### config.mk
export PLATFORM = sky130hd
export DESIGN_NAME = md_loader_top
export DESIGN_NICKNAME = d
export VERILOG_FILES = /design/src/hdl/md_loader_pkg.sv /design/src/hdl/dl_classify.sv /design/src/hdl/hdr_region_scan.sv /design/src/hdl/region_select.sv /design/src/hdl/cheat_code_assembler.sv /design/src/hdl/md_loader_top.sv
export SDC_FILE = /design/constraint.sdc
export NUM_CORES = 1
export LEC_CHECK = 0
export ABC_AREA = 0
export BUFFER_PORTS_ARGS = -buffer_cell sky130_fd_sc_hd__buf_2
export CAP_MARGIN = 20
export CELL_PAD_IN_SITES_DETAIL_PLACEMENT = 1
export CELL_PAD_IN_SITES_GLOBAL_PLACEMENT = 2
export CORE_MARGIN = 3
export CORE_UTILIZATION = 31
export DETAILED_ROUTE_END_ITERATION = 10
export HOLD_SLACK_MARGIN = 0.03
export PLACE_DENSITY = 0.74
export SYNTH_ARGS = -nofsm -noshare
export SYNTH_HDL_FRONTEND = slang
export SYNTH_HIERARCHICAL = 1
export SYNTH_SLANG_ARGS = --single-unit
### constraint.sdc
create_clock -name clk_sys -period 2.3 [get_ports clk_sys]
set_input_delay 0.345 -clock clk_sys [delete_from_list [all_inputs] [get_ports clk_sys]]
set_output_delay 0.345 -clock clk_sys [all_outputs]
set_load 0.05 [all_outputs]
### src/hdl/md_loader_pkg.sv
// Cartridge loader shared types
// Region, download kinds and pipeline records
`default_nettype none

package md_loader_pkg;

	////////////////////////////////////////////////////////////////////////////
	// Enumerations
	////////////////////////////////////////////////////////////////////////////

	// Console region, encoded as the core expects it
	typedef enum logic [1:0] {
		REGION_JP = 2'd0,
		REGION_US = 2'd1,
		REGION_EU = 2'd2
	} region_t;

	// What the host is currently sending
	typedef enum logic [1:0] {
		DL_NONE     = 2'd0,
		DL_MD_CART  = 2'd1,
		DL_SMS_CART = 2'd2,
		DL_CHEAT    = 2'd3
	} dl_kind_t;

	// Auto region source, last code acts as disabled
	typedef enum logic [1:0] {
		RM_HEADER    = 2'd0,
		RM_FILE_EXT  = 2'd1,
		RM_DISABLED  = 2'd2,
		RM_DISABLED2 = 2'd3
	} region_mode_t;

	// Search order for header region letters
	typedef enum logic [1:0] {
		PRIO_US_EU_JP = 2'd0,
		PRIO_EU_US_JP = 2'd1,
		PRIO_US_JP_EU = 2'd2,
		PRIO_JP_US_EU = 2'd3
	} region_prio_t;

	////////////////////////////////////////////////////////////////////////////
	// Constants
	////////////////////////////////////////////////////////////////////////////

	localparam int DL_ADDR_W = 25;

	// Word addresses in the Mega Drive header
	localparam int unsigned HDR_REGION_ADDR  = 32'h1F0;
	localparam int unsigned HDR_REGION2_ADDR = 32'h1F2;
	localparam int unsigned HDR_END_ADDR     = 32'h200;

	////////////////////////////////////////////////////////////////////////////
	// Records passed between stages
	////////////////////////////////////////////////////////////////////////////

	// One registered download beat
	typedef struct packed {
		dl_kind_t               kind;
		logic                   wr;
		logic                   start;
		logic                   finish;
		logic [1:0]             ext;
		logic [DL_ADDR_W-1:0]   addr;
		logic [15:0]            data;
	} dl_beat_t;

	// Region flags found in the header
	typedef struct packed {
		logic       hdr_j;
		logic       hdr_u;
		logic       hdr_e;
		logic       ready;
		logic [1:0] ext;
	} hdr_info_t;

	// Cheat entry, words kept big endian as loaded
	typedef struct packed {
		logic [31:0] flags;
		logic [31:0] addr;
		logic [31:0] compare;
		logic [31:0] replace;
	} cheat_code_t;

endpackage

`default_nettype wire

### src/hdl/dl_classify.sv
// Download beat classifier
`default_nettype none

module dl_classify #(
	parameter int ADDR_W = md_loader_pkg::DL_ADDR_W
) (
	input  wire                     clk_sys,
	input  wire                     sys_reset,
	input  wire                     dl_active_i,
	input  wire  [7:0]              dl_index_i,
	input  wire                     dl_wr_i,
	input  wire  [ADDR_W-1:0]       dl_addr_i,
	input  wire  [15:0]             dl_data_i,
	output md_loader_pkg::dl_beat_t beat_o,
	output logic                    cart_ms_o
);

	localparam int BEAT_AW = md_loader_pkg::DL_ADDR_W;

	logic                    active_q;
	logic                    start_d;
	logic                    finish_d;
	md_loader_pkg::dl_kind_t index_kind;
	md_loader_pkg::dl_kind_t kind_d;
	md_loader_pkg::dl_kind_t kind_q;
	md_loader_pkg::dl_kind_t beat_kind_q;
	logic                    wr_q;
	logic                    start_q;
	logic                    finish_q;
	logic [1:0]              ext_q;
	logic [BEAT_AW-1:0]      addr_q;
	logic [15:0]             data_q;

	function automatic md_loader_pkg::dl_kind_t decode_index(input logic [7:0] index);
		if (&index)
			return md_loader_pkg::DL_CHEAT;
		if (index[4:0] == 5'd1)
			return md_loader_pkg::DL_MD_CART;
		if (index[4:0] == 5'd2)
			return md_loader_pkg::DL_SMS_CART;
		return md_loader_pkg::DL_NONE;
	endfunction

	assign index_kind = decode_index(dl_index_i);
	assign start_d    = dl_active_i & ~active_q;
	assign finish_d   = ~dl_active_i & active_q;

	// Finish beat keeps the kind of the download it closes
	assign kind_d = dl_active_i ? index_kind :
		(active_q ? kind_q : md_loader_pkg::DL_NONE);

	always_ff @(posedge clk_sys) begin
		if (sys_reset) begin
			active_q    <= 1'b0;
			kind_q      <= md_loader_pkg::DL_NONE;
			beat_kind_q <= md_loader_pkg::DL_NONE;
			wr_q        <= 1'b0;
			start_q     <= 1'b0;
			finish_q    <= 1'b0;
			cart_ms_o   <= 1'b0;
		end else begin
			active_q    <= dl_active_i;
			beat_kind_q <= kind_d;
			wr_q        <= dl_wr_i & dl_active_i;
			start_q     <= start_d;
			finish_q    <= finish_d;
			if (dl_active_i)
				kind_q <= index_kind;
			// Console type of the last cartridge
			if (start_d && index_kind == md_loader_pkg::DL_SMS_CART)
				cart_ms_o <= 1'b1;
			else if (start_d && index_kind == md_loader_pkg::DL_MD_CART)
				cart_ms_o <= 1'b0;
		end
	end

	always_ff @(posedge clk_sys) begin
		ext_q  <= dl_index_i[7:6];
		addr_q <= BEAT_AW'(dl_addr_i);
		data_q <= dl_data_i;
	end

	assign beat_o = '{
		kind:   beat_kind_q,
		wr:     wr_q,
		start:  start_q,
		finish: finish_q,
		ext:    ext_q,
		addr:   addr_q,
		data:   data_q
	};

endmodule

`default_nettype wire

### src/hdl/hdr_region_scan.sv
// Cartridge header region scanner
`default_nettype none

module hdr_region_scan #(
	parameter int ADDR_W = md_loader_pkg::DL_ADDR_W
) (
	input  wire                      clk_sys,
	input  wire                      sys_reset,
	input  wire md_loader_pkg::dl_beat_t beat_i,
	output md_loader_pkg::hdr_info_t hdr_o
);

	localparam logic [ADDR_W-1:0] REGION_ADDR  = ADDR_W'(md_loader_pkg::HDR_REGION_ADDR);
	localparam logic [ADDR_W-1:0] REGION2_ADDR = ADDR_W'(md_loader_pkg::HDR_REGION2_ADDR);
	localparam logic [ADDR_W-1:0] END_ADDR     = ADDR_W'(md_loader_pkg::HDR_END_ADDR);

	logic [ADDR_W-1:0] addr;
	logic              cart_beat;
	logic              cart_wr;
	logic [7:0]        lo_byte;
	logic [7:0]        hi_byte;
	logic [3:0]        hex_nib;
	logic [2:0]        lo_letter;
	logic [2:0]        hi_letter;
	// Flags held as {e, u, j}
	logic [2:0]        flags_d;
	logic [2:0]        flags_q;
	logic              ready_d;
	logic              ready_q;
	logic [1:0]        ext_q;

	// One-hot {e, u, j} for a region letter
	function automatic logic [2:0] letter_flags(input logic [7:0] ch);
		case (ch)
			"J":     return 3'b001;
			"U":     return 3'b010;
			"E":     return 3'b100;
			default: return 3'b000;
		endcase
	endfunction

	assign addr      = ADDR_W'(beat_i.addr);
	assign cart_beat = (beat_i.kind == md_loader_pkg::DL_MD_CART) ||
		(beat_i.kind == md_loader_pkg::DL_SMS_CART);
	assign cart_wr   = cart_beat & beat_i.wr;
	assign lo_byte   = beat_i.data[7:0];
	assign hi_byte   = beat_i.data[15:8];
	assign lo_letter = letter_flags(lo_byte);
	assign hi_letter = letter_flags(hi_byte);
	// Hex digits A to F land on the same bits as 0 to 9
	assign hex_nib   = beat_i.data[3:0] - 4'd7;

	always_comb begin
		flags_d = flags_q;
		ready_d = ready_q;
		if (cart_beat && beat_i.start)
			flags_d = 3'b000;
		if (cart_beat && beat_i.finish)
			ready_d = 1'b0;
		if (cart_wr && addr == REGION_ADDR) begin
			if (|lo_letter)
				flags_d = flags_d | lo_letter;
			else if (lo_byte >= "0" && lo_byte <= "9")
				flags_d = {lo_byte[3], lo_byte[2], lo_byte[0]};
			else if (lo_byte >= "A" && lo_byte <= "F")
				flags_d = {hex_nib[3], hex_nib[2], hex_nib[0]};
			// High byte only adds letters
			flags_d = flags_d | hi_letter;
		end
		if (cart_wr && addr == REGION2_ADDR)
			flags_d = flags_d | lo_letter;
		if (cart_wr && addr == END_ADDR)
			ready_d = 1'b1;
	end

	always_ff @(posedge clk_sys) begin
		if (sys_reset) begin
			flags_q <= 3'b000;
			ready_q <= 1'b0;
			ext_q   <= 2'b00;
		end else begin
			flags_q <= flags_d;
			ready_q <= ready_d;
			if (cart_beat)
				ext_q <= beat_i.ext;
		end
	end

	assign hdr_o = '{
		hdr_j: flags_q[0],
		hdr_u: flags_q[1],
		hdr_e: flags_q[2],
		ready: ready_q,
		ext:   ext_q
	};

endmodule

`default_nettype wire

### src/hdl/region_select.sv
// Automatic region selection
`default_nettype none

module region_select (
	input  wire                              clk_sys,
	input  wire                              sys_reset,
	input  wire md_loader_pkg::hdr_info_t    hdr_i,
	input  wire                              cart_ms_i,
	input  wire md_loader_pkg::region_mode_t region_mode_i,
	input  wire md_loader_pkg::region_prio_t region_prio_i,
	output md_loader_pkg::region_t           region_o,
	output logic                             region_set_o
);

	logic                   ready_q;
	logic                   ready_rise;
	logic                   ready_fall;
	md_loader_pkg::region_t hdr_region;

	// First flag found in priority order or the head of the order when none
	function automatic md_loader_pkg::region_t pick_region(
		input md_loader_pkg::region_prio_t prio,
		input logic                        j,
		input logic                        u,
		input logic                        e
	);
		case (prio)
			md_loader_pkg::PRIO_US_EU_JP: begin
				if (u) return md_loader_pkg::REGION_US;
				if (e) return md_loader_pkg::REGION_EU;
				if (j) return md_loader_pkg::REGION_JP;
				return md_loader_pkg::REGION_US;
			end
			md_loader_pkg::PRIO_EU_US_JP: begin
				if (e) return md_loader_pkg::REGION_EU;
				if (u) return md_loader_pkg::REGION_US;
				if (j) return md_loader_pkg::REGION_JP;
				return md_loader_pkg::REGION_EU;
			end
			md_loader_pkg::PRIO_US_JP_EU: begin
				if (u) return md_loader_pkg::REGION_US;
				if (j) return md_loader_pkg::REGION_JP;
				if (e) return md_loader_pkg::REGION_EU;
				return md_loader_pkg::REGION_US;
			end
			default: begin
				if (j) return md_loader_pkg::REGION_JP;
				if (u) return md_loader_pkg::REGION_US;
				if (e) return md_loader_pkg::REGION_EU;
				return md_loader_pkg::REGION_JP;
			end
		endcase
	endfunction

	assign hdr_region = pick_region(region_prio_i, hdr_i.hdr_j, hdr_i.hdr_u, hdr_i.hdr_e);
	assign ready_rise = hdr_i.ready & ~ready_q;
	assign ready_fall = ~hdr_i.ready & ready_q;

	always_ff @(posedge clk_sys) begin
		if (sys_reset) begin
			ready_q      <= 1'b0;
			region_o     <= md_loader_pkg::REGION_JP;
			region_set_o <= 1'b0;
		end else begin
			ready_q <= hdr_i.ready;
			// Master System carts carry no usable header
			if (ready_rise && !cart_ms_i) begin
				case (region_mode_i)
					md_loader_pkg::RM_HEADER: begin
						region_set_o <= 1'b1;
						region_o     <= hdr_region;
					end
					md_loader_pkg::RM_FILE_EXT: begin
						region_set_o <= |hdr_i.ext;
						region_o     <= md_loader_pkg::region_t'(hdr_i.ext);
					end
					md_loader_pkg::RM_DISABLED,
					md_loader_pkg::RM_DISABLED2: begin
						region_set_o <= region_set_o;
					end
				endcase
			end
			if (ready_fall)
				region_set_o <= 1'b0;
		end
	end

endmodule

`default_nettype wire

### src/hdl/cheat_code_assembler.sv
// Cheat entry assembler
`default_nettype none

module cheat_code_assembler (
	input  wire                          clk_sys,
	input  wire                          sys_reset,
	input  wire md_loader_pkg::dl_beat_t beat_i,
	output md_loader_pkg::cheat_code_t   code_o,
	output logic                         strobe_o,
	output logic                         clear_o
);

	logic                       cheat_wr;
	logic                       cart_start;
	logic [3:0]                 offset;
	md_loader_pkg::cheat_code_t code_q;

	assign cheat_wr   = beat_i.wr && (beat_i.kind == md_loader_pkg::DL_CHEAT);
	assign cart_start = beat_i.start && ((beat_i.kind == md_loader_pkg::DL_MD_CART) ||
		(beat_i.kind == md_loader_pkg::DL_SMS_CART));
	assign offset     = beat_i.addr[3:0];

	////////////////////////////////////////////////////////////////////////////
	// Word placement, eight 16-bit words per entry
	////////////////////////////////////////////////////////////////////////////

	always_ff @(posedge clk_sys) begin
		if (cheat_wr) begin
			case (offset)
				4'd0:  code_q.flags[15:0]    <= beat_i.data;
				4'd2:  code_q.flags[31:16]   <= beat_i.data;
				4'd4:  code_q.addr[15:0]     <= beat_i.data;
				4'd6:  code_q.addr[31:16]    <= beat_i.data;
				4'd8:  code_q.compare[15:0]  <= beat_i.data;
				4'd10: code_q.compare[31:16] <= beat_i.data;
				4'd12: code_q.replace[15:0]  <= beat_i.data;
				4'd14: code_q.replace[31:16] <= beat_i.data;
				default: begin
					code_q <= code_q;
				end
			endcase
		end
	end

	////////////////////////////////////////////////////////////////////////////
	// Entry complete and table clear pulses
	////////////////////////////////////////////////////////////////////////////

	always_ff @(posedge clk_sys) begin
		if (sys_reset) begin
			strobe_o <= 1'b0;
			clear_o  <= 1'b0;
		end else begin
			// Last word of an entry
			strobe_o <= cheat_wr && (offset == 4'd14);
			// New cartridge or a fresh cheat entry
			clear_o  <= cart_start || (cheat_wr && (offset == 4'd0));
		end
	end

	assign code_o = code_q;

endmodule

`default_nettype wire

### src/hdl/md_loader_top.sv
// Cartridge download pipeline top level
`default_nettype none

module md_loader_top #(
	parameter int ADDR_W = md_loader_pkg::DL_ADDR_W
) (
	input  wire                              clk_sys,
	input  wire                              sys_reset,
	input  wire                              dl_active_i,
	input  wire [7:0]                        dl_index_i,
	input  wire                              dl_wr_i,
	input  wire [ADDR_W-1:0]                 dl_addr_i,
	input  wire [15:0]                       dl_data_i,
	input  wire md_loader_pkg::region_mode_t region_mode_i,
	input  wire md_loader_pkg::region_prio_t region_prio_i,
	output wire                              cart_ms_o,
	output wire md_loader_pkg::region_t      region_o,
	output wire                              region_set_o,
	output wire md_loader_pkg::cheat_code_t  cheat_code_o,
	output wire                              cheat_strobe_o,
	output wire                              cheat_clear_o
);

	md_loader_pkg::dl_beat_t  beat;
	md_loader_pkg::hdr_info_t hdr;

	// Stage 1
	dl_classify #(
		.ADDR_W (ADDR_W)
	) u_classify (
		.clk_sys     (clk_sys),
		.sys_reset   (sys_reset),
		.dl_active_i (dl_active_i),
		.dl_index_i  (dl_index_i),
		.dl_wr_i     (dl_wr_i),
		.dl_addr_i   (dl_addr_i),
		.dl_data_i   (dl_data_i),
		.beat_o      (beat),
		.cart_ms_o   (cart_ms_o)
	);

	// Stage 2
	hdr_region_scan #(
		.ADDR_W (ADDR_W)
	) u_hdr_scan (
		.clk_sys   (clk_sys),
		.sys_reset (sys_reset),
		.beat_i    (beat),
		.hdr_o     (hdr)
	);

	// Stage 3
	region_select u_region_sel (
		.clk_sys       (clk_sys),
		.sys_reset     (sys_reset),
		.hdr_i         (hdr),
		.cart_ms_i     (cart_ms_o),
		.region_mode_i (region_mode_i),
		.region_prio_i (region_prio_i),
		.region_o      (region_o),
		.region_set_o  (region_set_o)
	);

	// Side stage for cheat files
	cheat_code_assembler u_cheat_asm (
		.clk_sys   (clk_sys),
		.sys_reset (sys_reset),
		.beat_i    (beat),
		.code_o    (cheat_code_o),
		.strobe_o  (cheat_strobe_o),
		.clear_o   (cheat_clear_o)
	);

endmodule

`default_nettype wire

==> impl_metrics.yaml <==
final_layout:
  area_growth_pct: 39.1
  diodes: 0
  layout-drive-gt1-share_pct: 41.5
  nets: 681
  finalNonFillerCells: 901
clocking:
  clkTransAtPathRegs_ps: 70
  numCtsBuffers: 17
  htreeDepth: 4
  post_cts_resized: 0
  insertion_delay_ps: 430
  clock-sinks: 192
  clk_path_buf_depth: 2
  cts_tree: "done"
  root_buffer: "clkbuf_16"
grt:
  use_met1_pct: 19.3
  met2_usage_pct: 27.2
  grt_max_degree: 23
  first_global_vias: 4419
  grt_pass1_wl_um: 25700
  met3_usage_pct: 4.14
  antenna_found_initial: 0
  busiest_layer: "met2"
  gr-total-overflow: 0
  grt_usage_pct: 15.8
worst_setup_path:
  worstPathRequired_ps: 2620
  end_kind: "register"
  startpoint_type: "register"
  crit_type: "reg2reg"
  cp.arrival_ps: 2420
  cp_max_fo: 4
placement:
  gp_congestion: 0.723
  post-dp-hpwl_um: 12000
  pre_cts_ws_ps: 224
  post-place-cells: 826
  portBuffers: 190
power_and_ir_drop:
  peakVddDrop_mv: 0.448
  switching_share_pct: 21.9
  p_int_w: 0.00540
  switchingPower_w: 0.00152
  combPwrFrac_pct: 3.3
  seq_power_share_pct: 54.6
  power_frac_clock_pct: 42.0
  p_per_area_mw_per_mm2: 800
  p_leak_nw: 3.32
yosys:
  ys_seq_elements: 192
  syn_area_mm2: 0.00622
  ys_top_cells_by_count: "edfxtp_1, dfxtp_1, nand2_1"
  syn_nets: 416
  synth_edf_count: 128
  yosysMostFrequentCell: "edfxtp_1"
  yosysWarningCount: 6
  synth_top_area_share_pct: 61.8
  postSynthCellCount: 358
  ys_seq_area_share_pct: 82.4
  synth.largest_area_cell: "edfxtp_1"
  synthTopCellsByArea: "edfxtp_1, dfxtp_1, nand2_1"
  synth.distinct_cells: 59
  async_flop_share_pct: 0
  synth_ff_type: "edfxtp_1"
  avgSynthCellArea_um2: 17.4
status:
  status: "finished, final reports clean"
timing:
  hold_violations: 0
  fin_skew_ps: 8.19
  setup_slack_ps: 206
  timing.fmax_ghz: 0.477
  setup_viol: 0
  timing.final.crit_share_pct: 91.1
  worst_slew_pin_slew_ps: 534
  period_minus_slack_ps: 2090
  rsz0062_at_grt: "no"
  slew_headroom_pct: 64.4
  tns_ps: 0
  slew_viol_final: 0
route:
  vias: 4136
  drc_errors: 0
  avgViaCountPerCell: 4.59
  routed_wl_um: 17200
  dr.pass1.iters: 4
  post_drt_wl_per_cell_um: 19.0
  drtIter0Drc: 130
  postRouteAntennaNets: 0
floorplan:
  pin_count: 191
  die_area_mm2: 0.0218
  die_h_um: 148
  die_w_um: 148
  placement_rows: 51
  start_util_pct: 31.8
  core_mm2: 0.0196
job:
  maxCapViolCount: 0
hold_path:
  hold_class: "in2reg"
==> final cells by class <==
cell class	count	area, µm²
Clock buffer	17	425
Clock inverter	15	164
Fill cell	2044	10900
Inverter	7	26.3
Multi-Input combinational cell	153	1060
Sequential cell	192	5120
Tap cell	265	332
Timing Repair Buffer	252	1520
==> registers in the layout (all words and copies together), names as in the netlist, 2 cells and up <==
signal                  cells
u_cheat_asm/code_o        128
u_classify/addr_q          25
u_classify/data_q          16
u_hdr_scan/flags_q          3
u_classify/beat_kind_q      2
u_classify/ext_q            2
u_classify/kind_q           2
u_hdr_scan/ext_q            2
u_region_sel/region_o       2
==> metrics by stage <==
step                      hold WS, ps  instance area, µm²  power (W)  util (%)
final                             143                8650    0.00692      44.2
after detailed placement          441                7630    0.00403      39.0
after floorplan                   373                6230    0.00391         -
after CTS                         122                8650    0.00700      44.2
after global placement            444                7630    0.00402      39.0
after global routing              136                8650    0.00716      44.2
==> layout by cell type, fill, tap and decap left out, types with 8 or more instances in the layout <==
cell and instances:
buf_2 190, buf_4 19, clkbuf_16 17, dfxtp_1 64, dlygate4sd3_1 43, edfxtp_1 128
nand2_1 22, nor2_1 13, nor3_1 8, o21ai_0 8
==> worst paths after layout <==
path	startpoint	to	slack (ps)	cells after the start
hold reg to reg	u_classify/ext_q[1]	u_hdr_scan/ext_q[1]	450	2
setup reg to reg	u_classify/addr_q[2]	u_hdr_scan/flags_q[2]	210	6
setup / recovery	u_classify/addr_q[2]	u_hdr_scan/flags_q[2]	210	6
hold / removal	dl_wr_i	u_classify/wr_q	140	2
==> critical path: stages, from the launching register on <==
cell and delay (ps):
dfxtp_1 320, nor4_1 390, nand4_1 250, or3_4 470, nor4b_2 280, a211oi_1 90, a31o_1 200
==> what timing repair did <==
item / 4_1_cts / 5_1_grt
endpoints found under the hold margin: 43 / 0
setup endpoints to repair: 0 / 0
buffers inserted: 0 / 0
hold buffers: 43 / 0
==> per-layer routing <==
metal | share of wire (%) | wire length [µm]
met5 | 0 | 0
met4 | 1.4 | 242
met2 | 49 | 8470
met3 | 6.9 | 1180
met1 | 42 | 7270
==> cell families (layout without fill, tap and decap cells) <==
group | Yosys count | count (layout) | share of synthesized area [%]
AOI/OAI and AO/OA | 40 | 40 | 5.09
adders and majority gates | 1 | 1 | 0.201
buffers and inverters | 13 | 291 | 1.15
DFF | 192 | 192 | 82.4
muxes | 2 | 2 | 0.342
and+or+nand+nor | 107 | 107 | 10.4
xor gates and xnor gates | 3 | 3 | 0.422
==> power groups by stage <==
stage / registers [W] / logic [W] / clock network (W)
2_1_floorplan: 0.00384 / 0.0000672 / 0
3_3_place_gp: 0.00385 / 0.000167 / 0
3_5_place_dp: 0.00386 / 0.000173 / 0
4_1_cts: 0.00378 / 0.000232 / 0.00299
5_1_grt: 0.00379 / 0.000255 / 0.00312
6_report: 0.00378 / 0.000231 / 0.00291
(Power assumes the default switching activity.)
